## src/ht_cfg_pkg.sv

```systemverilog
//--------------------
// table sizing defaults for the hash table init path
// widths are address widths, depths are 2**width
// the top level overrides these through its parameters
//--------------------

package ht_cfg_pkg;

  //--------------------
  // address widths
  //--------------------

  // data table, one entry per record
  localparam int TABLE_ADDR_WIDTH = 5;

  // head table, one entry per bucket
  localparam int BUCKET_WIDTH_DEF = 4;

  //--------------------
  // payload
  //--------------------

  // width of one data table record
  localparam int DATA_WIDTH = 32;

endpackage

```

## src/empty_ptr_storage.sv

```systemverilog
//--------------------
// FIFO of free data table addresses, depth 2**A_WIDTH
// srst_i empties it; add when full and get when empty are ignored
// head entry is shown combinationally, get_i pops on the edge
//--------------------

module empty_ptr_storage
  import ht_cfg_pkg::*;
#(
  parameter int A_WIDTH = TABLE_ADDR_WIDTH
) (
  input  logic               clk_i,
  input  logic               rst_i,

  input  logic               srst_i,
  input  logic [A_WIDTH-1:0] add_ptr_i,
  input  logic               add_en_i,

  input  logic               get_i,
  output logic [A_WIDTH-1:0] ptr_o,
  output logic               ptr_val_o
);

  localparam int DEPTH = 2**A_WIDTH;

  logic [A_WIDTH-1:0] mem [DEPTH];
  logic [A_WIDTH-1:0] wr_ptr;
  logic [A_WIDTH-1:0] rd_ptr;
  logic [A_WIDTH:0]   count;
  logic               full;
  logic               empty;
  logic               do_add;
  logic               do_get;

  assign full   = (count == DEPTH[A_WIDTH:0]);
  assign empty  = (count == '0);
  assign do_add = add_en_i && !full;
  assign do_get = get_i && !empty;

  //--------------------
  // pointers and count
  //--------------------

  always_ff @(posedge clk_i or posedge rst_i)
  begin
    if (rst_i)
    begin
      wr_ptr <= '0;
      rd_ptr <= '0;
      count  <= '0;
    end
    else if (srst_i)
    begin
      wr_ptr <= '0;
      rd_ptr <= '0;
      count  <= '0;
    end
    else
    begin
      if (do_add)
        wr_ptr <= wr_ptr + 1'b1;
      if (do_get)
        rd_ptr <= rd_ptr + 1'b1;
      // add and get together leave the count as is
      if (do_add && !do_get)
        count <= count + 1'b1;
      else if (do_get && !do_add)
        count <= count - 1'b1;
    end
  end

  // storage
  always_ff @(posedge clk_i)
  begin
    if (do_add && !srst_i)
      mem[wr_ptr] <= add_ptr_i;
  end

  assign ptr_o     = mem[rd_ptr];
  assign ptr_val_o = !empty;

endmodule

```

## config.mk

```make
export PLATFORM = sky130hd
export DESIGN_NAME = empty_ptr_storage
export DESIGN_NICKNAME = d
export VERILOG_FILES = /design/src/ht_cfg_pkg.sv /design/src/empty_ptr_storage.sv
export SDC_FILE = /design/constraint.sdc
export NUM_CORES = 1
export LEC_CHECK = 0
export BUFFER_PORTS_ARGS = -buffer_cell sky130_fd_sc_hd__buf_2
export CAP_MARGIN = 20
export CORE_UTILIZATION = 40
export DETAILED_ROUTE_END_ITERATION = 7
export SYNTH_ARGS = -nofsm -noshare
export SYNTH_HDL_FRONTEND = slang
export SYNTH_SLANG_ARGS = --single-unit
```

## constraint.sdc

```tcl
create_clock -name clk_i -period 6 [get_ports clk_i]
set_input_delay 0.6 -clock clk_i [delete_from_list [all_inputs] [get_ports clk_i]]
set_output_delay 0.6 -clock clk_i [all_outputs]
set_load 0.05 [all_outputs]
```

# After elaboration in Yosys (flattened, before gate mapping)
# Memory sizes are Yosys's and may differ from the RTL's.
# Index checks and enable logic that the tools add are counted.
# W data, S select, Z words.
[totals] ff_bits=16 memories=1 elab_cells=32 ram_bits=160 output_inout_bits=6
[op_classes] n_mux=9 n_reduce_logical=14 addsub=4 n_eq_ne=1
[memory_table] memory="mem" depth=32 word_bits=5 read_ports=1 rd_ports_with_merged_regs=0 wr=1 line_no="empty_ptr_storage.sv:26" text="logic [A_WIDTH-1:0] mem [DEPTH];"
[op_table] cell="$mux W5" n=4
[op_table] cell="$mux W6" n=3
[op_table] cell="$add A5 B1 Y5 const B" n=2
[op_table] cell="$add A6 B1 Y6 const B" n=1
[op_table] cell="$eq A6 B6 Y1 const B" n=1
[op_table] cell="$logic_not A6 Y1" n=1
[op_table] cell="$sub A6 B1 Y6 const B" n=1
[op_table] cell="$logic_and A1 B1 Y1" n=5
[op_table] cell="$logic_not A1 Y1" n=5
[op_table] cell="$reduce_bool A2 Y1" n=2
[op_table] cell="$reduce_bool A3 Y1" n=1
[op_table] cell="$mux W1" n=2

# Longest topological paths before layout
[logic_depth] ltp_word=8 ltp_mapped=11

# Least setup slack after synthesis
# Ideal clock, no wire load.
[synth_path] kind="register to register" startpoint="register count[0]" endpoint="register count[5]" t_required_ns=5.872 synth_period_minus_slack_ns=2.891 path_slack_ns=3.109 arrival_ns=2.763 n_path_buf=1 path_stages_with_launch=11 path_cell_list="dfrtp_1 > or4_4 > o31a_1 > buf_6 > nand2_2 > ha_1 > a211oi_1 > o21bai_1 > a21oi_1 > mux2i_1 > mux2_1"
[synth_via] elab_chain_len=7 word_cells_on_any_way=16
[synth_rtl] item="from (decl)" line_no="empty_ptr_storage.sv:29" text="logic [A_WIDTH:0] count;"
[synth_rtl] item="from (signal assigned)" line_no="empty_ptr_storage.sv:66" text="count <= count + 1'b1;"
[synth_rtl] item="from (signal assigned)" line_no="empty_ptr_storage.sv:68" text="count <= count - 1'b1;"
[synth_rtl] item="branches (longest 7 deep; another with $sub A6 B1 Y6)"
# Parallel ways; which one is timed is not known. The select of a mux whose other input is x is not followed.
# A chain may end at the register's enable or synchronous reset.

# Worst setup path in the final report
[layout_path] startpoint="register rd_ptr[1]" endpoint="output ptr_o[2]"
[layout_via] elab_chain_len=1
[layout_rtl] item="from (decl)" line_no="empty_ptr_storage.sv:28" text="logic [A_WIDTH-1:0] rd_ptr;"
[layout_rtl] item="from (signal assigned)" line_no="empty_ptr_storage.sv:63" text="rd_ptr <= rd_ptr + 1'b1;"
[layout_rtl] item="$mem_v2 Z32 W5"
[layout_rtl] item="to (decl)" line_no="empty_ptr_storage.sv:20" text="output logic [A_WIDTH-1:0] ptr_o,"
# No other way between the ends.

==> impl_results.md <==
- Max-slew violations: 0
- H-Tree Depth: 4
- Antenna Nets Post-Route: 0
- Layout Skew: 0.00820 ns
- Cts hold-fix bufs: 0
- FFs w/ async S/R, synth: 9.09%
- Avg Synthesized Cell Area: 16.4 sq um
- Max IR drop VDD: 0.000236 V
- Final period util: 60.8%
- Die width: 138 microns
- # setup viols final: 0
- Die H: 138 microns
- Synthesized area: 0.00736 sq mm
- Post-synth EDFFs: 160
- Sum Neg Setup Slack: 0 ns
- Worst EP arrival: 3.05 ns
- Vias per cell: 5.42
- Ports: 16
- Post-synth cell types: 41
- WP data required: 5.40 ns
- DR iter-0 viols: 243
- Layout cells sized above 1: 16.8%
- RSZ-0062 raised after global routing: false
- Die ar.: 0.0190 sq mm
- Final min period: 3.65 ns
- Synth area leaders: edfxtp_1, mux4_2, mux2i_1
- TritonCTS Buffers: 17
- Slew margin rel.: 40.1%
- Number of fill cells in the layout: 1562
- Max-cap violation count: 0
- Vias in the first global route: 3953
- First-pass GRT wire length: 23200 microns
- CP endpoint kind: output port
- LEAKAGE: 2.65 nW
- Largest area contributor in the netlist: edfxtp_1
- Run status: finished clean
- Starting Density: 40.8%
- Pre-Repair DR Iteration Count: 5
- Most common library cells after synthesis: edfxtp_1, nor2_1, mux2i_1, nand2_1, mux4_2
- Syn Inst Count: 450
- Dpl ws: 2.74 ns
- Sequential area share after synthesis: 70.7%
- Clock Latency Late Sink: 0.43 ns
- F_max: 274 MHz
- Root buffer cell: clkbuf_16
- Most frequent cell after synthesis: edfxtp_1
- Slew at the pin closest to its max-slew limit: 0.897 ns
- Area grow syn2layout: 11.7%
- # Post-CTS Setup Buffers: 0
- Register area: 0.00521 sq mm
- Avg WL per Cell: 20.9 microns
- Port Buffers: 15
- GP Congestion: 0.754
- Post-synthesis register bit count: 176
- Worst reg2reg path depth: 9
- GRT Resource Usage Total: 17.4%
- CP Max Fanout: 48
- Warnings, synthesis: 0
- CP startpoint kind: flip-flop
- Post-layout util: 45.6%
- Final Power: 3.06 mW
- Routed wire length: 14800 microns
- Final Hold Viols: 0
- Nets@finish: 484
- Hold Crit Class: input pin to asynchronous set/reset pin
- Reg clk slew, reported paths: 0.07 ns
- Dominant synthesized flop cell: edfxtp_1
- Row count: 49
- Area share of the largest cell type after synthesis: 65.3%
- Max Buffers Root-to-Sink: 2
- Syn Nets: 470
- DRC Markers: 0
- Pwr Density: 372 mW/mm^2
- Core area: 0.0180 sq mm
- Multi-input logic area: 0.00203 sq mm
- Clock sink total: 176
- CTS tree: built
- Setup WS post-layout: 2.35 ns
- Setup CP Type: flip-flop to output port
- DR vias: 3826
- Initial antenna violation count: 0
- Global route total overflow: 0
- Post-DP HPWL: 9540 microns
- Count of inserted antenna diode cells: 0
- Largest net degree at the start of global routing: 49
- Number of gates resized after CTS: 0
-- worst paths after layout --
path | start | endpoint | slack (ns)
worst max-delay path | rd_ptr[1] | ptr_o[2] | 2.35
worst min register to register | count[3] | count[3] | 0.55
min in group clk_i | count[3] | count[3] | 0.55
worst max register to register | count[0] | count[5] | 2.73
worst min-delay path | rst_i | count[4] | 0.26
max in group asynchronous | rst_i | rd_ptr[1] | 5.26
-- state kept, by name, indices dropped and copies added, names as in the netlist --
name / count
mem: 160
rd_ptr: 5
count: 6
wr_ptr: 5
-- metal layers --
layer,track usage [%],wire (microns),part of all wire [%],up-vias
li1,-,-,-,1756
met1,23.2,6640,45,1953
met2,27.5,7230,49,103
met3,4.19,738,5.0,14
met4,6.59,157,1.1,0
met5,0,0,0,-
-- per-stage QoR --
stage | instance area (sq um) | hold slack (ns) | instances
2_1_floorplan | 7360 | 0.495 | 450
3_3_place_gp | 7640 | 0.529 | 674
5_1_grt | 8230 | 0.317 | 706
6_report | 8230 | 0.261 | 706
3_5_place_dp | 7640 | 0.543 | 674
4_1_cts | 8230 | 0.267 | 706
-- layout make-up --
type / instances / share of cell area, %
Clock buffer: 17 / 5.17
Clock inverter: 15 / 1.95
Inverter: 7 / 0.319
Multi-Input combinational cell: 245 / 24.7
Sequential cell: 176 / 63.3
Tap cell: 229 / 3.48
Timing Repair Buffer: 17 / 1.10
-- power breakdown --
| part | internal, mW | total, mW | switching (mW) |
|---|---|---|---|
| logic | 0.233 | 0.560 | 0.327 |
| clock network | 0.619 | 1.09 | 0.473 |
| registers | 1.37 | 1.41 | 0.0429 |
| total | 2.22 | 3.06 | 0.844 |
-- worst max-delay path, stage by stage, from the launching register on --
cell and delay [ns]:
dfrtp_2 0.60, buf_4 0.68, mux4_2 0.43, mux4_2 0.47, nand2_1 0.10, nand3_1 0.08, buf_2 0.22
-- kinds of logic (layout without fill, tap and decap cells) --
logic type                 count (synthesis)  count (layout)  synth area share, %
DFF                                      176             176                 70.7
and+or+nand+nor                          117             117                 7.17
AOI/OAI and AO/OA                         37              37                 3.38
xor gates and xnor gates                   8               8                0.952
adders and majority gates                 10              10                 1.80
muxes                                     73              73                 14.3
buffers and inverters                     29              56                 1.72
-- layout by cell type, fill, tap and decap left out, types with 5 or more instances in the layout --
master	netlist	routed
edfxtp_1	160	160
nor2_1	51	51
mux2i_1	42	42
nand2_1	26	26
mux4_2	25	25
clkbuf_16	0	17
nand3_1	16	16
dfrtp_1	16	15
buf_2	8	15
a21oi_1	14	14
a22oi_1	10	10
ha_1	9	9
inv_1	6	6
mux2_1	6	6
xor2_1	5	5
Power figures use the tool's default switching activity.
