`config.mk`:
```
export PLATFORM = sky130hd
export DESIGN_NAME = head_table_flat
export DESIGN_NICKNAME = d
export VERILOG_FILES = /design/src/ht_cfg_pkg.sv /design/src/ht_ifs.sv /design/src/head_table.sv /design/src/flat_wrapper.sv
export SDC_FILE = /design/constraint.sdc
export NUM_CORES = 1
export LEC_CHECK = 0
export BUFFER_PORTS_ARGS = -buffer_cell sky130_fd_sc_hd__buf_2
export CAP_MARGIN = 5
export CORE_UTILIZATION = 40
export CTS_BUF_LIST = sky130_fd_sc_hd__clkbuf_4 sky130_fd_sc_hd__clkbuf_8
export CTS_CLUSTER_DIAMETER = 150
export DETAILED_ROUTE_END_ITERATION = 7
export GPL_ROUTABILITY_DRIVEN = 0
export PLACE_DENSITY_LB_ADDON = 0.25
export SYNTH_ARGS = -nofsm -noshare
export SYNTH_HDL_FRONTEND = slang
export SYNTH_SLANG_ARGS = --single-unit
```
`constraint.sdc`:
```
create_clock -name clk_i -period 1.4 [get_ports clk_i]
set_input_delay 0.21 -clock clk_i [delete_from_list [all_inputs] [get_ports clk_i]]
set_output_delay 0.21 -clock clk_i [all_outputs]
set_load 0.05 [all_outputs]
```
`src/ht_cfg_pkg.sv`:
```
//--------------------
// table sizing defaults for the hash table init path
// widths are address widths, depths are 2**width
// the top level overrides these through its parameters
//--------------------

package ht_cfg_pkg;

  //--------------------
  // address widths
  //--------------------

  // data table, one entry per record
  localparam int TABLE_ADDR_WIDTH = 5;

  // head table, one entry per bucket
  localparam int BUCKET_WIDTH_DEF = 4;

  //--------------------
  // payload
  //--------------------

  // width of one data table record
  localparam int DATA_WIDTH = 32;

endpackage

```
`src/ht_ifs.sv`:
```
//--------------------
// interfaces between the init engine, the tables and the result port
// writes are plain levels, sampled on every clock edge
// result moves on the edge where valid and ready are both high
//--------------------

// bucket head write port
interface head_table_if #(
  parameter int BUCKET_WIDTH = 4,
  parameter int A_WIDTH      = 5
);
  logic [BUCKET_WIDTH-1:0] wr_addr;
  logic [A_WIDTH-1:0]      wr_data_ptr;
  logic                    wr_data_ptr_val;
  logic                    wr_en;

  modport master (
    output wr_addr, wr_data_ptr, wr_data_ptr_val, wr_en
  );

  modport slave (
    input  wr_addr, wr_data_ptr, wr_data_ptr_val, wr_en
  );
endinterface


```
`src/head_table.sv`:
```
//--------------------
// bucket head RAM, one pointer and valid bit per bucket
// init write beats a host write in the same cycle
// read data appears one cycle after the address
//--------------------

module head_table
  import ht_cfg_pkg::*;
#(
  parameter int A_WIDTH      = TABLE_ADDR_WIDTH,
  parameter int BUCKET_WIDTH = BUCKET_WIDTH_DEF
) (
  input  logic                    clk_i,

  head_table_if.slave             init_if,

  input  logic [BUCKET_WIDTH-1:0] host_wr_addr_i,
  input  logic [A_WIDTH-1:0]      host_wr_ptr_i,
  input  logic                    host_wr_ptr_val_i,
  input  logic                    host_wr_en_i,

  input  logic [BUCKET_WIDTH-1:0] rd_addr_i,
  output logic [A_WIDTH-1:0]      rd_ptr_o,
  output logic                    rd_ptr_val_o
);

  localparam int DEPTH = 2**BUCKET_WIDTH;

  // entry is {valid, ptr}
  logic [A_WIDTH:0] mem [DEPTH];
  logic [A_WIDTH:0] rd_q;

  always_ff @(posedge clk_i)
  begin
    if (init_if.wr_en)
      mem[init_if.wr_addr] <= {init_if.wr_data_ptr_val, init_if.wr_data_ptr};
    else if (host_wr_en_i)
      mem[host_wr_addr_i] <= {host_wr_ptr_val_i, host_wr_ptr_i};
    rd_q <= mem[rd_addr_i];
  end

  assign rd_ptr_o     = rd_q[A_WIDTH-1:0];
  assign rd_ptr_val_o = rd_q[A_WIDTH];

endmodule

```
`src/flat_wrapper.sv`:
```
// flat-port wrapper written by rule: the top's interface ports become plain ports
module head_table_flat import ht_cfg_pkg::*;
#(
  parameter int A_WIDTH      = TABLE_ADDR_WIDTH,
  parameter int BUCKET_WIDTH = BUCKET_WIDTH_DEF
)
  (clk_i, host_wr_addr_i, host_wr_ptr_i, host_wr_ptr_val_i, host_wr_en_i, rd_addr_i, rd_ptr_o, rd_ptr_val_o, init_if_wr_addr, init_if_wr_data_ptr, init_if_wr_data_ptr_val, init_if_wr_en);
  head_table_if #(.BUCKET_WIDTH(BUCKET_WIDTH), .A_WIDTH(A_WIDTH)) init_if_i ();
  input  logic clk_i;
  input  logic [BUCKET_WIDTH-1:0] host_wr_addr_i;
  input  logic [A_WIDTH-1:0] host_wr_ptr_i;
  input  logic host_wr_ptr_val_i;
  input  logic host_wr_en_i;
  input  logic [BUCKET_WIDTH-1:0] rd_addr_i;
  output logic [A_WIDTH-1:0] rd_ptr_o;
  output logic rd_ptr_val_o;
  input wire logic [$bits(init_if_i.wr_addr)-1:0] init_if_wr_addr;
  input wire logic [$bits(init_if_i.wr_data_ptr)-1:0] init_if_wr_data_ptr;
  input wire logic [$bits(init_if_i.wr_data_ptr_val)-1:0] init_if_wr_data_ptr_val;
  input wire logic [$bits(init_if_i.wr_en)-1:0] init_if_wr_en;
  assign init_if_i.wr_addr = init_if_wr_addr;
  assign init_if_i.wr_data_ptr = init_if_wr_data_ptr;
  assign init_if_i.wr_data_ptr_val = init_if_wr_data_ptr_val;
  assign init_if_i.wr_en = init_if_wr_en;
  head_table #(.A_WIDTH(A_WIDTH), .BUCKET_WIDTH(BUCKET_WIDTH)) u_core (.clk_i(clk_i), .init_if(init_if_i), .host_wr_addr_i(host_wr_addr_i), .host_wr_ptr_i(host_wr_ptr_i), .host_wr_ptr_val_i(host_wr_ptr_val_i), .host_wr_en_i(host_wr_en_i), .rd_addr_i(rd_addr_i), .rd_ptr_o(rd_ptr_o), .rd_ptr_val_o(rd_ptr_val_o));
endmodule
```
# Word-level counts from Yosys, hierarchy flattened
# Memory sizes are Yosys's and may differ from the RTL's. A register that Yosys moved wholly into a read port is not among the register bits.
# Index checks and enable logic that the tools add are counted.
word_totals:
  ramBits: 96
  regBits: 0
  memories: 1
mem_list:
  columns: ["memory", "words", "word_bits", "read_ports", "rd_ports_with_merged_regs", "wr", "line_no", "rtl"]
  rows:
  - ["u_core.mem", 16, 6, 1, 1, 1, "head_table.sv:30", "logic [A_WIDTH:0] mem [DEPTH];"]
op_classes:
  n_mux: 8
  n_reduce_logical: 1
op_table:
  columns: ["operator", "n"]
  rows:
  - ["two-way mux 1 bit", 6]
  - ["two-way mux 6 bit", 1]
  - ["OR reduction 6 bit", 1]
  - ["two-way mux 4 bit", 1]

# Depth between registers and ports, before layout
logic_depth:
  word_depth: 5
  ltp_mapped: 5
  depth_no_buf: 3

# Worst setup path before layout
# Ideal clock, no wire load.
synth_timing:
  path_kind: "input to register"
  from: "input init_if_wr_en"
  to: "memory u_core.mem[8][0] (netlist name), enable pin"
  cell_stages: 4
  slack_ps: -62
  arrival_ps: 1112
  setup_ps: 350
  path_cell_list: "clkbuf_1 nor4b_1 a31oi_1 nor2_1"
synth_between:
  elab_chain_len: 4
  word_cells_on_any_way: 7
  cone_classes: "6 x mux; 1 x reduce/logical"
synth_lines:
  columns: ["element", "line_no", "rtl"]
  rows:
  - ["start, declared", "flat_wrapper.sv:20", "input wire logic [$bits(init_if_i.wr_en)-1:0] init_if_wr_en;"]
  - ["two-way mux 1 bit", "head_table.sv:35", "if (init_if.wr_en)"]
  - ["two-way mux 1 bit (implied by the code)", "head_table.sv:38", "mem[host_wr_addr_i] <= {host_wr_ptr_val_i, host_wr_ptr_i};"]
  - ["OR reduction 6 bit (no line)", null, null]
  - ["two-way mux 4 bit (no line) or two-way mux 1 bit (tied branches)", null, null]
  - ["end, declared", "head_table.sv:30", null]
# Parallel ways exist; a longest one is shown, timed or not.

==> metrics <==
NetSw 1.40 mW; Max Root-Sink Buffers 2; largest net degree at the start of global routing 20; crit-path cells mux4_1 -> a22oi_2 -> nand2_1; grt ovf 0; Layout area overhead 18.5%; ant diodes 0; Horiz. Die Dim 103 um; hold buffers post-CTS 0; Initial Util 0.414; overall power 5.97 mW; Finished Core Util 0.491; Fmax 742 MHz; synthesized area 0.00407 sq mm; Final Hold Viols 0; max incr delay on CP 0.51 ns; sequential power share 0.586; I/O pin count 33; Worst Tran Pin Value 0.419 ns; Gate Count Post-Synth 201; CP endpoint kind flop; critical path's slowest cell mux4_1; clock skew 0.00858 ns; H-tree Lvls 3; DR DRC count 0; placed wire-length estimate 5620 um; synth warn 0; Slew HR 0.719; Final Max Tran Viols 0; CP required 1.66 ns; vias in the first global route 2122; Critical path buffers and inverters 0; RSZ-0062 raised after global routing no; Final ANT Viol Nets 0; pwr/cell area 1240 mW/mm^2; DR WL/cell 19.1 um; Arr. time, crit path 1.60 ns; vias per cell 5.14; non-filler cells, final 402; Detailed Routing Iterations Pass 1 4; first-pass GRT wire length 12000 um; Gate power share 0.095; Max rail drop VDD 0.632 mV; Distinct cells, synth 23; Final Setup Violations 0; #FFs+latches synth 102; DP Worst Slack -0.263 ns; clock slew at reported path FFs 0.10 ns; share of cells above drive strength 1 0.372; sequential element share of the synthesized area 0.738; setup ws final 0.0515 ns; fin nets 291; fin crit share 0.963; Hold Crit Class input pin to flop; Max Cap Viol 0; placed cell count 386; final wirelength 7680 um; TritonCTS clock tree built; Die Y 103 um; switch share 0.235; CTS root buf clkbuf_8; critical path type flop to flop; Leak 1.68 nW; insertion delay to the later sink of the worst-skew pair 0.36 ns; Synth Net Count 228; IO Port Bufs 32; Avg Cell Area, Syn 20.2 sq um; clock power share 0.319; all-layer global routing usage 0.163; final hold slack 0.357 ns; initial antenna violation count 0; via count 2065; status finished, final reports clean; CTS Sinks 102; Worst path top cell family by delay multiplexers; largest fanout on the critical path 1; area of the die 0.0106 sq mm; CTS buffer count 9; Iteration-0 DRC Markers 92; Setup crit start kind flop; FP Rows 36; Final min period 1.35 ns; core box area 0.00982 sq mm; internal power 4.57 mW
## power by group through the flow
| stage | clock (mW) | sequential (mW) | combinational, mW |
|---|---|---|---|
| after floorplan | 0 | 3.64 | 0.271 |
| after global placement | 0 | 3.57 | 0.565 |
| after detailed placement | 0 | 3.57 | 0.571 |
| after CTS | 1.93 | 3.50 | 0.576 |
| after global routing | 2.06 | 3.51 | 0.616 |
| final | 1.91 | 3.50 | 0.565 |
## final timing paths
path / slack, ns / depth (start not counted) / startpoint / endpoint
worst max register to register: 0.05 / 3 / u_core.mem[8][3] / u_core.rd_q[3]
worst max-delay path: 0.05 / 3 / u_core.mem[8][3] / u_core.rd_q[3]
worst min register to register: 0.69 / 3 / u_core.mem[6][3] / u_core.rd_q[3]
worst min-delay path: 0.36 / 4 / rd_addr_i[1] / u_core.rd_q[3]
## cell type report
class                           count  area [sq um]
Clock inverter                      7          87.6
Timing Repair Buffer               61           428
Fill cell                         846          5000
Clock buffer                        9           124
Tap cell                          133           166
Multi-Input combinational cell     87          1000
Sequential cell                   102          3000
Inverter                            3          11.3
## synthesized netlist by cell type, drive strengths merged
cell,n,area [sq um]
and2,1,6.26
nor2b,2,12.5
nor4bb,3,30.0
a22oi,12,90.1
mux2,6,67.6
a21oi,1,5.00
nand2b,1,6.26
nand2,8,30.0
buf,6,56.3
inv,3,11.3
clkbuf,3,12.5
nor4b,2,17.5
dfxtp,6,120
edfxtp,96,2880
and4b,2,20.0
mux4,24,586
a31oi,6,37.5
o32a,1,10.0
nor2,18,67.6
## worst reg2reg max path, delay by kind of cell, from the launching register on
family,cells,cell delay [ns]
compound gates,1,0.28
flops,1,0.39
mux,1,0.51
simple gates,1,0.07
## layer usage
metal	vias to the layer above	track usage	share of wire	wire length [um]
li1	965	-	-	-
met1	1035	0.231	0.48	3670
met2	58	0.251	0.47	3570
met3	7	0.0339	0.046	353
met4	0	0.0585	0.011	86
met5	-	0	0	0
## timing repair
item / CTS / global route
hold endpoints to repair: 0 / 0
setup buffers: 0 / 0
resized for setup: 2 / 2
setup endpoints to repair: 2 / 2
## placed cells by master, fill, tap and decap left out, types with 2 or more instances in the layout
master,Yosys,routed
inv_1,3,3
mux2_2,6,6
nor4bb_1,3,3
clkbuf_8,0,9
nand2_1,8,8
inv_8,0,2
buf_2,0,32
clkinv_4,0,3
nor2_1,18,17
buf_12,0,4
a22oi_2,0,3
edfxtp_1,96,96
buf_4,1,25
nor2b_1,2,2
a22oi_1,12,9
dfxtp_1,6,6
mux4_1,12,11
and4b_1,2,2
mux4_2,12,13
a31oi_1,6,6
nor4b_1,2,2
## cell families (layout without fill, tap and decap cells)
logic type / after synthesis / count (layout) / share of synthesized area
compound gates: 20 / 20 / 0.0351
buf+inv: 12 / 80 / 0.0197
flops: 102 / 102 / 0.738
mux: 30 / 30 / 0.161
simple gates: 37 / 37 / 0.0467
## flip-flops by register name (all words and copies together), names as in the netlist
register     flops
u_core.mem      96
u_core.rd_q      6
## metrics by stage
step           TNS [ns]  cell area, sq um
2_1_floorplan     -4.92              4070
3_3_place_gp     -21.23              4600
3_5_place_dp     -23.92              4600
4_1_cts               0              4820
5_1_grt               0              4820
6_report              0              4820
Note: power is estimated with default switching activity, not from simulation.
