===== config.mk =====
export PLATFORM = sky130hd
export DESIGN_NAME = data_table_flat
export DESIGN_NICKNAME = d
export VERILOG_FILES = /design/src/ht_cfg_pkg.sv /design/src/ht_ifs.sv /design/src/data_table.sv /design/src/flat_wrapper.sv
export SDC_FILE = /design/constraint.sdc
export NUM_CORES = 1
export LEC_CHECK = 0
export ABC_AREA = 0
export BUFFER_PORTS_ARGS = -buffer_cell sky130_fd_sc_hd__buf_2
export CORE_MARGIN = 2
export CORE_UTILIZATION = 39
export DETAILED_ROUTE_END_ITERATION = 10
export PLACE_DENSITY = 0.52
export SLEW_MARGIN = 20
export SYNTH_ARGS = -nofsm -noshare
export SYNTH_HDL_FRONTEND = slang
export SYNTH_SLANG_ARGS = --single-unit

===== constraint.sdc =====
create_clock -name clk_i -period 9.6 [get_ports clk_i]
set_clock_uncertainty 0.2 [all_clocks]
set_input_delay 0.48 -clock clk_i [delete_from_list [all_inputs] [get_ports clk_i]]
set_output_delay 0.48 -clock clk_i [all_outputs]
set_load 0.01 [all_outputs]

===== src/ht_cfg_pkg.sv =====
//--------------------
// table sizing defaults for the hash table init path
// widths are address widths, depths are 2**width
// the top level overrides these through its parameters
//--------------------

package ht_cfg_pkg;

  //--------------------
  // address widths
  //--------------------

  // data table, one entry per record
  localparam int TABLE_ADDR_WIDTH = 5;

  // head table, one entry per bucket
  localparam int BUCKET_WIDTH_DEF = 4;

  //--------------------
  // payload
  //--------------------

  // width of one data table record
  localparam int DATA_WIDTH = 32;

endpackage


===== src/ht_ifs.sv =====


// record port, table side only takes the write half
interface data_table_if
  import ht_cfg_pkg::*;
#(
  parameter int A_WIDTH = 5
);
  logic [A_WIDTH-1:0]    wr_addr;
  logic [DATA_WIDTH-1:0] wr_data;
  logic                  wr_en;
  logic                  rd_en;
  logic [A_WIDTH-1:0]    rd_addr;

  modport master (
    output wr_addr, wr_data, wr_en, rd_en, rd_addr
  );

  modport slave (
    input  wr_addr, wr_data, wr_en
  );
endinterface



===== src/data_table.sv =====
//--------------------
// record RAM, DATA_WIDTH bits per entry
// init write beats a host write in the same cycle
// rd_data_o holds until the next read enable
//--------------------

module data_table
  import ht_cfg_pkg::*;
#(
  parameter int A_WIDTH = TABLE_ADDR_WIDTH
) (
  input  logic                  clk_i,

  data_table_if.slave           init_if,

  input  logic [A_WIDTH-1:0]    host_wr_addr_i,
  input  logic [DATA_WIDTH-1:0] host_wr_data_i,
  input  logic                  host_wr_en_i,

  input  logic [A_WIDTH-1:0]    rd_addr_i,
  input  logic                  rd_en_i,
  output logic [DATA_WIDTH-1:0] rd_data_o
);

  localparam int DEPTH = 2**A_WIDTH;

  logic [DATA_WIDTH-1:0] mem [DEPTH];

  // write side
  always_ff @(posedge clk_i)
  begin
    if (init_if.wr_en)
      mem[init_if.wr_addr] <= init_if.wr_data;
    else if (host_wr_en_i)
      mem[host_wr_addr_i] <= host_wr_data_i;
  end

  // registered read
  always_ff @(posedge clk_i)
  begin
    if (rd_en_i)
      rd_data_o <= mem[rd_addr_i];
  end

endmodule


===== src/flat_wrapper.sv =====
// flat-port wrapper written by rule: the top's interface ports become plain ports
module data_table_flat import ht_cfg_pkg::*;
#(
  parameter int A_WIDTH = TABLE_ADDR_WIDTH
)
  (clk_i, host_wr_addr_i, host_wr_data_i, host_wr_en_i, rd_addr_i, rd_en_i, rd_data_o, init_if_wr_addr, init_if_wr_data, init_if_wr_en);
  data_table_if #(.A_WIDTH(A_WIDTH)) init_if_i ();
  input  logic clk_i;
  input  logic [A_WIDTH-1:0] host_wr_addr_i;
  input  logic [DATA_WIDTH-1:0] host_wr_data_i;
  input  logic host_wr_en_i;
  input  logic [A_WIDTH-1:0] rd_addr_i;
  input  logic rd_en_i;
  output logic [DATA_WIDTH-1:0] rd_data_o;
  input wire logic [$bits(init_if_i.wr_addr)-1:0] init_if_wr_addr;
  input wire logic [$bits(init_if_i.wr_data)-1:0] init_if_wr_data;
  input wire logic [$bits(init_if_i.wr_en)-1:0] init_if_wr_en;
  assign init_if_i.wr_addr = init_if_wr_addr;
  assign init_if_i.wr_data = init_if_wr_data;
  assign init_if_i.wr_en = init_if_wr_en;
  data_table #(.A_WIDTH(A_WIDTH)) u_core (.clk_i(clk_i), .init_if(init_if_i), .host_wr_addr_i(host_wr_addr_i), .host_wr_data_i(host_wr_data_i), .host_wr_en_i(host_wr_en_i), .rd_addr_i(rd_addr_i), .rd_en_i(rd_en_i), .rd_data_o(rd_data_o));
endmodule

=== Yosys cells after proc, flatten, opt, wreduce, memory -nomap -nowiden ===
Memory sizes are Yosys's and may differ from the RTL's. A register that Yosys moved wholly into a read port is not among the register bits.
Cells that the tools add are included.

* Flip-flop bits (word level): 0
* Bits in writable memories: 1024
* Output and inout port bits: 32
* Memories: 1

* Muxes and demuxes: 8
* Reductions and logical operators: 1

{| class="wikitable"
|+ Memories
! name !! words !! bits a word !! read ports !! clocked after Yosys merged registers in !! write ports !! RTL line !! text
|-
| u_core.mem || 32 || 32 || 1 || 1 || 1 || data_table.sv:27 || <nowiki>logic [DATA_WIDTH-1:0] mem [DEPTH];</nowiki>
|}

{| class="wikitable"
|+ Operators by type and width
! cell !! count
|-
| $mux W32 || 1
|-
| $reduce_or A32 Y1 || 1
|-
| $mux W1 || 6
|-
| $mux W5 || 1
|}

=== Logic depth before layout (Yosys ltp) ===
Gate-level depths: netlist (run 1).

* Depth in word-level cells: 5
* Depth in mapped cells: 8

=== Least setup slack after synthesis (run 1) ===
Ideal clock, no wire load.

* Path kind: input -> register
* Start point: input init_if_wr_en
* End point: memory u_core.mem[20][0], enable pin
* Arrival: 2.882 ns
* Path slack: 6.097 ns
* Stages: 6
* Buffers on the path: 2
* Cell sequence: buf_6 > nand2b_4 > buf_6 > mux2_4 > or3_4 > nor2_1

* Longest elaborated chain between the ends: 4
* Elaborated cells on any way between the ends: 7

{| class="wikitable"
|+ Ends and longest elaborated chain
! item !! RTL line !! text
|-
| from (decl) || flat_wrapper.sv:17 || <nowiki>input wire logic [$bits(init_if_i.wr_en)-1:0] init_if_wr_en;</nowiki>
|-
| $mux W1 || data_table.sv:32 || <nowiki>if (init_if.wr_en)</nowiki>
|-
| $mux W1 (not written as such) || data_table.sv:35 || <nowiki>mem[host_wr_addr_i] <= host_wr_data_i;</nowiki>
|-
| $reduce_or A32 Y1 (no source line) || n/a ||
|-
| $mux W5 (no source line) / $mux W1 (equally long branches) || n/a ||
|-
| to (decl) || data_table.sv:27 ||
|}

Parallel ways exist; a longest one is shown, timed or not.

=== Worst setup path after layout (run 1) ===
* Start point: input init_if_wr_en
* End point: memory u_core.mem[5][22], enable pin

The elaborated chain is that of the path after synthesis.

==> results of run 1 <==
-- final timing paths --
path                                        start              endpoint  slack, ns  depth (start not counted)
worst min register to register  u_core.mem[25][0]   u_core.rd_data_o[0]       0.49                          4
worst max register to register  u_core.mem[5][17]  u_core.rd_data_o[17]       7.68                          5
worst min-delay path                      rd_en_i  u_core.rd_data_o[18]       0.27                          2
worst max-delay path                init_if_wr_en     u_core.mem[5][22]       6.23                          7
-- registers in the layout (all words and copies together) (netlist names) --
name              count
u_core.mem         1024
u_core.rd_data_o     32
-- layout make-up --
cell class,instances,area [µm²],share of cell area [%]
antenna,1,2.502,0.005291
inverter,1,3.754,0.007936
timing repair buffer,166,1274,2.693
multi-input combinational,1122,9104,19.25
sequential,1056,31710,67.05
clock buffer,135,2910,6.153
tap,1391,1740,3.680
clock inverter,65,551.8,1.167
-- kinds of logic (layout without fill, tap and decap cells) --
| group | Yosys count | after routing | synth area share (%) |
|---|---|---|---|
| buffers and inverters | 132 | 367 | 1.697 |
| multiplexers | 548 | 548 | 13.45 |
| AO/OA/AOI/OAI | 292 | 292 | 4.826 |
| AND/OR/NAND/NOR | 282 | 282 | 3.102 |
| other | 0 | 1 | 0 |
| flip-flops | 1056 | 1056 | 76.92 |
-- cell usage after synthesis, drive strengths merged --
| cell type | count |
|---|---|
| or3 | 2 |
| nor3 | 32 |
| nand2 | 103 |
| nor2 | 36 |
| a21oi | 97 |
| and2 | 1 |
| buf | 89 |
| a22oi | 96 |
| nor4b | 1 |
| inv | 1 |
| o32a | 1 |
| a22o | 64 |
| nand3 | 98 |
| nor4bb | 1 |
| nor3b | 1 |
| mux2 | 33 |
| nor2b | 3 |
| edfxtp | 1056 |
| mux2i | 515 |
| clkbuf | 42 |
| or2 | 1 |
| a31oi | 34 |
| nand2b | 3 |
-- per-stage QoR --
stage / util, % / hold WS (ns) / std cells / power [µW] / worst slack, ns
final: 44.99 / 0.2713 / 3937 / 9972 / 6.231
after floorplan: - / 0.3925 / 2310 / 5711 / 6.097
after detailed placement: 41.59 / 0.4852 / 3732 / 5981 / 5.519
after global placement: 41.37 / 0.4803 / 3722 / 5964 / 5.572
after CTS: 44.89 / 0.2450 / 3932 / 10050 / 6.258
after global routing: 44.99 / 0.2649 / 3936 / 10280 / 6.150
-- where the power goes --
group | switching (µW) | leakage, µW | internal (µW)
Combinational | 427 | 0.00509 | 183
Clock | 1740 | 0.00169 | 2360
Sequential | 29.7 | 0.00955 | 5240
Total | 2190 | 0.0163 | 7780
-- per-layer routing --
layer / global-route usage (%) / wire [µm] / vias up
met5: 0 / 0 / -
met3: 2.343 / 4378 / 128
met4: 4.555 / 2134 / 0
met1: 28.31 / 49190 / 11290
met2: 31.35 / 50430 / 533
li1: - / - / 9496
==> metrics list, run 1 <==
- The worst path in the final design needs a cycle of 3.369 ns, including I/O delays and setup.
* Via count of the routed design: 21440
- Clock tree from TritonCTS: built
* Number of nets with antenna violations after routing: 0
- All-Layer GR Usage: 19.46%
- The post-route netlist has 15.36% of its cells at a drive strength greater than 1.
* Highest-count cells in the layout ignoring fill and taps: 1056 x sky130_fd_sc_hd__edfxtp_1, 513 x sky130_fd_sc_hd__mux2i_1, 113 x sky130_fd_sc_hd__clkbuf_16, 113 x sky130_fd_sc_hd__buf_2, 102 x sky130_fd_sc_hd__nand2_1
- For this design, the slowest cell found on the critical path is sky130_fd_sc_hd__nand2b_4.
- Vias in the first global route: 21610
- CTS clock-pin slew for the worst setup and hold paths: 0.06 ns
* Synthesized area per cell: 17.85 µm²
- Counting the fill cells in the layout gives 9100.
* Buffers plus inverters on the worst setup path: 2
* Area growth syn-to-layout: 14.73%
- 115 I/O pins were placed.
* Worst Path Class, Setup: input pin to flop
* Most area-hungry cell type in the Yosys netlist: sky130_fd_sc_hd__edfxtp_1
- In this design, the stage delay of the slowest critical-path cell is 0.66 ns.
* Number of antenna violations at the first check in global routing: 0
* Count of max-cap constraint violations: 0
- The library cell used most frequently in the layout, excluding fill and tap cells, is sky130_fd_sc_hd__edfxtp_1.
* Wirelength, routed: 106100 µm
- Die width: 329.1 µm
- Sort of element at the end of the critical path: flop
- Traced cell by cell, the critical path runs through buf_2, nand2b_4, mux2i_4, nor2b_1, nand2_1, nor2_4, buf_4.
* Area share of the largest cell type after synthesis: 76.92%
* Total congestion overflow after global routing: 0
* CTS Buffer Depth: 3
- STA puts the critical path data arrival time at 3.47 ns.
- Summed over all failing endpoints, the final setup total negative slack is 0 ns.
- The worst pin sits at a relative slew slack of 20.68%.
* Max-slew violation total from the final report: 0
- Drt pass-1 iters: 5
* Cell family with most CP delay: simple AND/OR/NAND/NOR gates
- Post-synth net total: 2393
- Total standard cell area after synthesis: 0.04122 mm²
- The die covers 0.1083 mm².
- Cts bufs inserted: 111
- In the final routed layout, each cell accounts on average for 26.96 µm.
- Routability Congestion: 0.7559
* Buffer count from post-CTS setup fixing: 0
- After detailed routing, the number of remaining DRC violations is 0.
- Yosys attributes the largest share of cell area to sky130_fd_sc_hd__edfxtp_1 77%, sky130_fd_sc_hd__mux2i_1 12%, sky130_fd_sc_hd__a22oi_1 1.7%.
* Post-DP HPWL: 59150 µm
- Data required time at the worst endpoint: 9.70 ns
* Post-Synthesis Cells: 2310
- Path type of the worst min-delay path: input pin to flop
- Entering global routing, the biggest net connects 137 pins.
* Clock Latency Late Sink: 0.69 ns
* Warnings, synthesis: 0
- Register area share after synthesis: 76.92%
- In this run the clock root is driven by a sky130_fd_sc_hd__clkbuf_16.
- Sink count of the clock tree: 1056
- Hold repair after CTS inserted 0 buffers.
- Wire length of the first global-routing pass: 152900 µm
* Floorplan row count: 119
- Number of buffer cells added on primary ports: 114
- Final setup violating endpoints: 0
* Number of library cell types mapped by synthesis: 30
- Setup repair after global routing left no endpoint under its margin.
- With fillers left out, the area of the finished cells amounts to 0.04730 mm².
- In this run, post-CTS repair resized a total of 0 instances.
- Outcome: finished clean
- Leakage power: 0.01633 µW
- Type of origin of the critical path: input pin
* Least-Margin Pin Slew: 1.190 ns
- The die is 329.1 µm tall.
- Synthesized flop and latch total: 1056
- Power Dens Cells: 210.8 mW/mm²
- Final layout net count: 2541
- The region available for standard cell placement spans 0.1051 mm².
- CP Max Fanout: 36
- Max Clock Freq: 296.8 MHz
- The H-tree was split into 3 levels.
- The first routing iteration left 1880 violations.
- The placed instances occupy a cell area of 0.04372 mm².
- Avg Vias per Cell: 5.447
* Maximum VDD drop: 144.1 µV
- Total count of hold-check failures in the final report: 0
- Once the floorplan was initialized, standard cells occupied 39.22% of the core.
* Fraction of the cycle the final worst path needs: 35.10%
(Power assumes the default switching activity.)
==> run 2, diff against run 1 <==
Clock period 9.6 ns to 3.45 ns, I/O delays scaled along.
==> run 2 against run 1 <==
  * Clock-buffer cell count grew 5
  * Die area is the same
  * Flip-flop and latch count is the same
  * First-iteration DRC count grew 3.1%
  * Combinational power grew to 3.0 times the previous value
  * Final area grew 1.2%
  * Power grew to 2.8 times the previous value
  * Via count grew 1.3%
  * Global-route usage grew 0.93 points
  * Highest routed layer is now met5
  * Critical endpoint is now u_core.rd_data_o[14]
  * Register-to-register slack lost 6.4 ns
  * Setup slack lost 5.0 ns
  * Utilization grew 0.56 points
==> metrics list, run 2 (synthesized netlist as in run 1, its figures left out) <==
- Outcome: finished clean
- The root buffer cell chosen for the clock tree is sky130_fd_sc_hd__clkbuf_16.
- Number of nets with antenna violations after routing: 0 (unchanged)
- The path depth of the worst reg2reg path was 5 (unchanged).
- Max Clock Freq: 455.8 MHz
- The final worst slack was 1.256 ns (-4.975 ns).
* Die Footprint: 0.1083 mm² (unchanged)
* Share of total power in combinational logic: 6.6% (+0.5 points)
- Path type of the worst min-delay path: input pin to flop
- The overall die height is 329.1 µm (unchanged).
- TritonCTS built the clock tree.
- Max-slew violation total from the final report: 0 (unchanged)
- The largest net degree at the start of global routing is 60 (-56%).
- Internal power consumption: 21550 µW (+180%)
- Wirelength, routed: 110300 µm (+3.9%)
- In this run the critical register-to-register path is launched from u_core.mem[2][14].
* Data required time at the worst endpoint: 3.76 ns (-5.94 ns)
- Via count of the routed design: 21730 (+1.3%)
- The largest fanout of any net on the critical path was 1 (-97%).
* # IOs: 115 (unchanged)
- Pre-CTS worst setup slack: 0.7201 ns (-4.799 ns)
- The post-route worst hold slack came to 0.06107 ns (-0.2103 ns).
- Relative contribution of sequential cells to total power: 52.9% (about the same)
- The library cells used most frequently in the layout, excluding fill and tap cells, are 1056 x sky130_fd_sc_hd__edfxtp_1, 513 x sky130_fd_sc_hd__mux2i_1, 113 x sky130_fd_sc_hd__buf_2.
- The initial DRC count was 1938 (+3.1%).
- Leakage power: 0.01671 µW (+2.3%)
- The data arrival time of the critical path was 2.50 ns (-0.97 ns).
- Number of buffer cells added on primary ports: 114 (unchanged)
- The number of placement rows is 119 (unchanged).
- H-tree level count: 3 (unchanged)
* Final setup violating endpoints: 0 (unchanged)
- Final layout net count: 2619 (+3.1%)
- The core area is 0.1051 mm² (unchanged).
* Hold_sp: init_if_wr_addr[1]
* Sort of element at the end of the critical path: flop
- FF-to-FF End: u_core.rd_data_o[14]
- Number of antenna violations at the first check in global routing: 6 (+6)
- The fraction of power consumed by the clock network came to 40.6% (-0.5 points).
* Final Cell Area: 0.04788 mm² (+1.2%)
- The total DRC errors in the routed layout is 0 (unchanged).
- The net switching component of the power came to 6172 µW (+180%).
- Setup repair after global routing missed its margin: no
- Post-DP HPWL: 67650 µm (+14%)
* Cell depth of the worst min-delay path: 4 (+2)
* Total congestion overflow after global routing: 0 (unchanged)
- Rel. slew slack: 27.29% (+6.6 points)
- The placed instance area is 0.04445 mm² (+1.7%).
- Type of origin of the critical path: flop
- The wire length of the first global-routing pass is 158400 µm (+3.6%).
* Top flop regs: u_core.mem x1024, u_core.rd_data_o x32
- Hold-critical path endpoint: u_core.mem[3][7]
* Vias in the first global route: 22100 (+2.3%)
* Most flop-heavy register: u_core.mem
- The clock latency at the later pin of the worst-skew pair is 0.69 ns (about the same).
- The library cell used most frequently in the layout, excluding fill and tap cells, is sky130_fd_sc_hd__edfxtp_1.
- The switching fraction of total power is 22.26% (+0.26 points).
- Area growth syn-to-layout: 16.16%
- The final weighted congestion in routability-driven placement is 0.7961 (+5.3%).
* Buffer count from post-CTS setup fixing: 0 (unchanged)
- Die width: 329.1 µm (unchanged)
- Post-Route Utilization: 45.55% (+0.56 points)
- Sum of negative setup slack: 0 ns (unchanged)
- The number of CTS-inserted buffers was 110 (-0.90%).
* Average wire per standard cell: 27.41 µm (+1.7%)
* Sink count of the clock tree: 1056 (unchanged)
* All-Layer GR Usage: 20.38% (+0.93 points)
- The power density of the placed cells is 579.0 mW/mm² (+170%).
* Initial core utilization: 39.22% (unchanged)
- The transition at the pin with the smallest max-transition slack came to 1.087 ns (-0.1031 ns).
- The maximum root-to-sink buffer count was 3 (unchanged).
* Register-to-register path setup slack: 1.26 ns (-6.42 ns)
* Drt pass-1 iters: 5 (unchanged)
- Share of cells above drive strength 1: 17.73% (+2.4 points)
- The final critical path takes up 63.59% of the cycle.
* Avg Vias per Cell: 5.400 (-0.85%)
- Worst Path Class, Setup: flop to flop
- The number of flip-flops under the largest register name was 1024 (unchanged).
- The largest vdd supply drop is 483.9 µV (+240%).
- Count of max-cap constraint violations: 0 (unchanged)
- The final hold violation count is 0 (unchanged).
- After layout, the minimum clock period comes to 2.194 ns.
- CTS clock-pin slew for the worst setup and hold paths: 0.06 ns (about the same)
## run 2: cell types whose count changed in the layout (fill, tap and decap cells not counted), moves of 3 or more
cell	before	now
sky130_fd_sc_hd__buf_12	7	27
sky130_fd_sc_hd__buf_16	10	0
sky130_fd_sc_hd__buf_4	33	102
sky130_fd_sc_hd__clkbuf_1	22	29
sky130_fd_sc_hd__diode_2	1	4
## run 2: area by class of cell
class / count / area (µm²)
multi-input cells: 1122 / 9104
repair buffers: 245 / 1907
diodes: 4 / 10.01
flip-flops and latches: 1056 / 31710
inverters: 1 / 3.754
fillers: 9096 / 57230
clock buffers: 140 / 2887
well taps: 1391 / 1740
clock inverters: 64 / 523.0
## run 2: worst max-delay path: stages, from the launching register on
cell	delay [ns]
sky130_fd_sc_hd__edfxtp_1	0.33
sky130_fd_sc_hd__mux2i_1	0.07
sky130_fd_sc_hd__a22o_1	0.29
sky130_fd_sc_hd__nor3_1	0.70
sky130_fd_sc_hd__a31oi_1	0.21
sky130_fd_sc_hd__nand3_1	0.22
## run 2: power groups by stage
stage | clock (µW) | sequential [µW] | combinational [µW]
5_1_grt | 11900 | 14700 | 1960
4_1_cts | 11500 | 14700 | 1860
6_report | 11200 | 14700 | 1820
2_1_floorplan | 0 | 14900 | 984
3_3_place_gp | 0 | 14900 | 1820
3_5_place_dp | 0 | 14900 | 1850
## run 2: worst max path at each step
stage / startpoint / endpoint
global route: u_core.mem[0][14] / u_core.rd_data_o[14]
floorplan: init_if_wr_en / u_core.mem[20][0]
global placement: init_if_wr_en / u_core.mem[13][18]
detailed placement: init_if_wr_en / u_core.mem[2][10]
CTS: u_core.mem[0][14] / u_core.rd_data_o[14]
finish: u_core.mem[2][14] / u_core.rd_data_o[14]
## run 2: routing by layer
layer	global-route usage (%)	vias up	wire [µm]
li1	-	9694	-
met5	0	-	13
met4	6.067	2	3190
met1	28.23	11280	48590
met3	2.951	153	5066
met2	33.49	596	53420
## run 2: what timing repair did
action | in CTS | in global routing
hold buffers | 2 | 0
hold endpoints to repair | 16 | 0
gates resized for setup | 0 | 0
## run 2: per-stage QoR
stage	cells	power [µW]
finish	4023	27730
detailed placement	3813	16780
CTS	4019	27980
global placement	3813	16740
global route	4019	28580
floorplan	2310	15890
==> run 3, diff against run 2 <==
Settings changed: ABC_AREA 0 to 1, PLACE_DENSITY 0.52 to 0.54.
Clock period 3.45 ns to 1.9 ns, I/O delays scaled along.
==> run 3 against run 2 <==
  * Non-clock buffer count rose by 293
  * Clock power rose by 83%
  * Utilization rose by 2.7 points
  * Setup slack got worse by 1.2 ns
  * Highest routed layer unchanged
==> metrics list, run 3 <==
* Post-layout min period: 1.811 ns
- The total DRC errors in the routed layout was 0 (unchanged).
- The transition at the pin with the smallest max-transition slack was 0.4736 ns (-0.6132 ns).
* Buffers plus inverters on the worst setup path: 1 (+1)
- Maximum number of pins on one net before global-route repair: 65 (+8.3%)
- Fraction of the cycle the final worst path needs: 95.32%
- Filler instances: 9806 (+7.8%)
- Number of nets with antenna violations after routing: 0 (unchanged)
- The core area came to 0.1102 mm² (+4.8%).
- The routed wire length is 126300 µm (+15%).
- The switching fraction of total power came to 23.34% (+1.1 points).
- The detail-routed via count per cell is 5.137 (-4.9%).
* Number of buffer cells added on primary ports: 114 (unchanged)
- The sum of negative setup slack is 0 ns (unchanged).
- The final hold violation count came to 0 (unchanged).
- The wire length of the first global-routing pass came to 186300 µm (+18%).
- By instance count, the leading cell after synthesis is sky130_fd_sc_hd__nand2_1.
* Vias in the first global route: 28160 (+27%)
- The startpoint identified for the worst register-to-register timing path is u_core.mem[13][26].
- Biggest cell delay along the critical path: 0.61 ns (-0.09 ns)
- Routability Congestion: 0.8287 (+4.1%)
- Via count of the routed design: 28750 (+32%)
- Max-slew violation total from the final report: 0 (unchanged)
- The power density of the placed cells was 980.9 mW/mm² (+69%).
- Data required time at the worst endpoint: 1.60 ns (-2.16 ns)
- The proportion of synthesized flip-flops having asynchronous set or reset is 0% (unchanged).
* Switching Power: 12190 µW (+97%)
- Total congestion overflow after global routing: 0 (unchanged)
- Warnings, synthesis: 0 (unchanged)
- Max reg flops: 1024 (unchanged)
- Area taken by flip-flops and latches: 0.03171 mm² (unchanged)
- Type of origin of the critical path: flop
* Average wire per standard cell: 22.57 µm (-18%)
- The clock latency at the later pin of the worst-skew pair came to 0.69 ns (about the same).
- Slowest cell on the critical path: sky130_fd_sc_hd__edfxtp_1
- Hold_sp: host_wr_addr_i[4]
* # IOs: 115 (unchanged)
- The count of maximum capacitance violations came to 0 (unchanged).
- The utilization of the core after routing was 48.29% (+2.7 points).
* CTS Buffer Depth: 3 (unchanged)
- The number of synthesized flops with an enable pin came to 1056 (unchanged).
* Initial detailed-routing violation count: 3066 (+58%)
- The largest fanout of any net on the critical path was 1 (unchanged).
- The post-detailed-placement half-perimeter wirelength came to 80800 µm (+19%).
* Cell breakdown of the critical path: buf_2
- TritonCTS built the clock tree.
* Final Hold Slack: 0.1088 ns (+0.04772 ns)
- Most area-hungry cell type in the Yosys netlist: sky130_fd_sc_hd__edfxtp_1
- The flow ran to the end, and the final reports show no timing, DRC or antenna violations.
* Relative contribution of sequential cells to total power: 51.1% (-1.8 points)
- FF-to-FF End: u_core.rd_data_o[26]
- Synthesized flop and latch total: 1056 (unchanged)
- Sink count of the clock tree: 1056 (unchanged)
* Top flop regs: u_core.mem x1024, u_core.rd_data_o x32
* CTS clock-pin slew for the worst setup and hold paths: 0.06 ns (about the same)
* Die Footprint: 0.1134 mm² (+4.7%)
- The relative contribution of combinational cells to total power was 9.6% (+3.0 points).
- Cell family with most CP delay: flip-flops
- The overall die height came to 336.8 µm (+2.3%).
- The headroom to the max-slew limit came to 68.43% (+41 points).
- Sort of element at the end of the critical path: primary output
- The post-synthesis instance total is 3594 (+56%).
* Maximum VDD drop: 696.8 µV (+44%)
- The number of placement rows came to 122 (+2.5%).
- Arrival @ worst endpoint: 1.52 ns (-0.98 ns)
- The final count of negative-setup-slack endpoints was 0 (unchanged).
- In the synthesized netlist the dominant register cell turns out to be sky130_fd_sc_hd__edfxtp_1.
- The first-pass iteration count of the detailed router was 5 (unchanged).
- The number of antenna violations at the first check in global routing is 4 (-2).
- Worst Path Class, Setup: flop to primary output
- Die width: 336.8 µm (+2.3%)
- Most flop-heavy register: u_core.mem
* Number of library cell types mapped by synthesis: 18 (-40%)
- The fraction of layout cells with a size suffix above 1 came to 17.28% (-0.45 points).
* Cell depth of the worst min-delay path: 7 (+3)
* Final Total Pwr: 52200 µW (+88%)
* Most frequent standard cell in the layout excluding fill and tap cells: sky130_fd_sc_hd__nand2_1
- Area occupied by multi-input gates: 0.01027 mm² (+13%)
- Post-synth net total: 3677 (+54%)
* Most frequent cells after synthesis: 1453 x sky130_fd_sc_hd__nand2_1, 1056 x sky130_fd_sc_hd__edfxtp_1, 772 x sky130_fd_sc_hd__nand3_1, 87 x sky130_fd_sc_hd__buf_2, 70 x sky130_fd_sc_hd__buf_6
* Synthesized area per cell: 12.02 µm² (-33%)
* Area growth syn-to-layout: 23.20%
- The internal reg-to-reg setup slack is 0.14 ns (-1.12 ns).
* Final layout net count: 4105 (+57%)
* Hold-critical path endpoint: u_core.mem[4][18]
- The sequential area share after synthesis came to 73.41% (-3.5 points).
* Highest-count cells in the layout ignoring fill and taps: 1443 x sky130_fd_sc_hd__nand2_1, 1056 x sky130_fd_sc_hd__edfxtp_1, 767 x sky130_fd_sc_hd__nand3_1
- The cell leakage power came to 0.01989 µW (+19%).
* Ranking of synthesized cells by area: sky130_fd_sc_hd__edfxtp_1 73%, sky130_fd_sc_hd__nand2_1 13%, sky130_fd_sc_hd__nand3_1 8.9%
- The summed instance area of the synthesized netlist came to 0.04320 mm² (+4.8%).
* All-Layer GR Usage: 22.38% (+2.0 points)
- H-tree level count: 3 (unchanged)
- Area share of the largest cell type after synthesis: 73.41% (-3.5 points)
* Internal power consumption: 40020 µW (+86%)
* Cts bufs inserted: 110 (unchanged)
* Path type of the worst min-delay path: input pin to flop
* Worst R2R Path Depth: 8 (+3)
* Setup repair after global routing missed its margin: no
- The effective utilization at floorplan is 39.20% (about the same).
- Max Clock Freq: 552.2 MHz
- The fraction of power consumed by the clock network was 39.3% (-1.3 points).
- The tree is rooted in a sky130_fd_sc_hd__clkbuf_16.
==> run 3: changes by cell type after synthesis, sizes merged, moves of 15 or more <==
cell    previous run  this run
mux2i            515         0
a22o              64         0
nand2            103      1454
clkbuf            42        21
a22oi             96         0
a31oi             34         0
nand3             98       772
inv                1        16
nor3              32         0
buf               89       201
a21oi             97         0
==> run 3: kinds of logic (layout without fill, tap and decap cells) <==
logic type / after synthesis / after routing / synth area share, %
buf+inv: 238 / 752 / 3.789
flops: 1056 / 1056 / 73.41
simple gates: 2263 / 2263 / 21.91
mux: 32 / 32 / 0.8342
other cells: 0 / 1 / 0
compound gates: 5 / 5 / 0.05792
==> run 3: worst max-delay path by stage <==
stage,from,endpoint,slack [ns],cells past startpoint
after floorplan,init_if_wr_en,u_core.mem[12][0],-0.11,8
after global placement,init_if_wr_en,u_core.mem[22][28],-0.25,10
after detailed placement,init_if_wr_en,u_core.mem[10][1],-0.24,10
after CTS,init_if_wr_en,u_core.mem[10][21],0.02,7
after global routing,u_core.mem[19][4],u_core.rd_data_o[4],0.04,9
final,u_core.rd_data_o[11],rd_data_o[11],0.09,1
==> run 3: metrics by stage <==
stage / setup WS [ns] / cells / area [µm²]
2_1_floorplan: -0.1091 / 3594 / 43630
3_3_place_gp: -0.2517 / 5331 / 49140
3_5_place_dp: -0.2450 / 5331 / 49140
4_1_cts: 0.02230 / 5597 / 53220
5_1_grt: 0.03649 / 5596 / 53220
6_report: 0.08890 / 5597 / 53220
==> run 3: layout make-up <==
type | count | area share, %
multi-input cells | 2300 | 19.29
flip-flops and latches | 1056 | 59.59
clock inverters | 54 | 0.8017
inverters | 16 | 0.1975
clock buffers | 144 | 5.572
repair buffers | 538 | 11.05
well taps | 1488 | 3.498
diodes | 1 | 0.004702
==> run 3: layer usage <==
| metal | part of all wire, % | GRT usage [%] | vias up |
|---|---|---|---|
| met2 | 47 | 36.52 | 916 |
| met1 | 44 | 31.31 | 14180 |
| met4 | 2.7 | 6.449 | 4 |
| met5 | 0.024 | 0 | - |
| li1 | - | - | 13450 |
| met3 | 5.5 | 3.071 | 195 |
==> run 3: repair_timing <==
| item | 4_1_cts | 5_1_grt |
|---|---|---|
| endpoints found under the hold margin | 1080 | 0 |
| buffers inserted | 0 | 0 |
| resized for setup | 0 | 2 |
| setup endpoints to repair | 0 | 325 |
| hold buffers | 68 | 0 |
==> run 3: power groups by stage <==
stage	registers, µW	clock network [µW]	logic (µW)
global placement	27100	0	4870
detailed placement	27100	0	4900
CTS	26700	20800	5040
finish	26700	20500	5010
floorplan	27100	0	2400
global route	26700	21700	5420
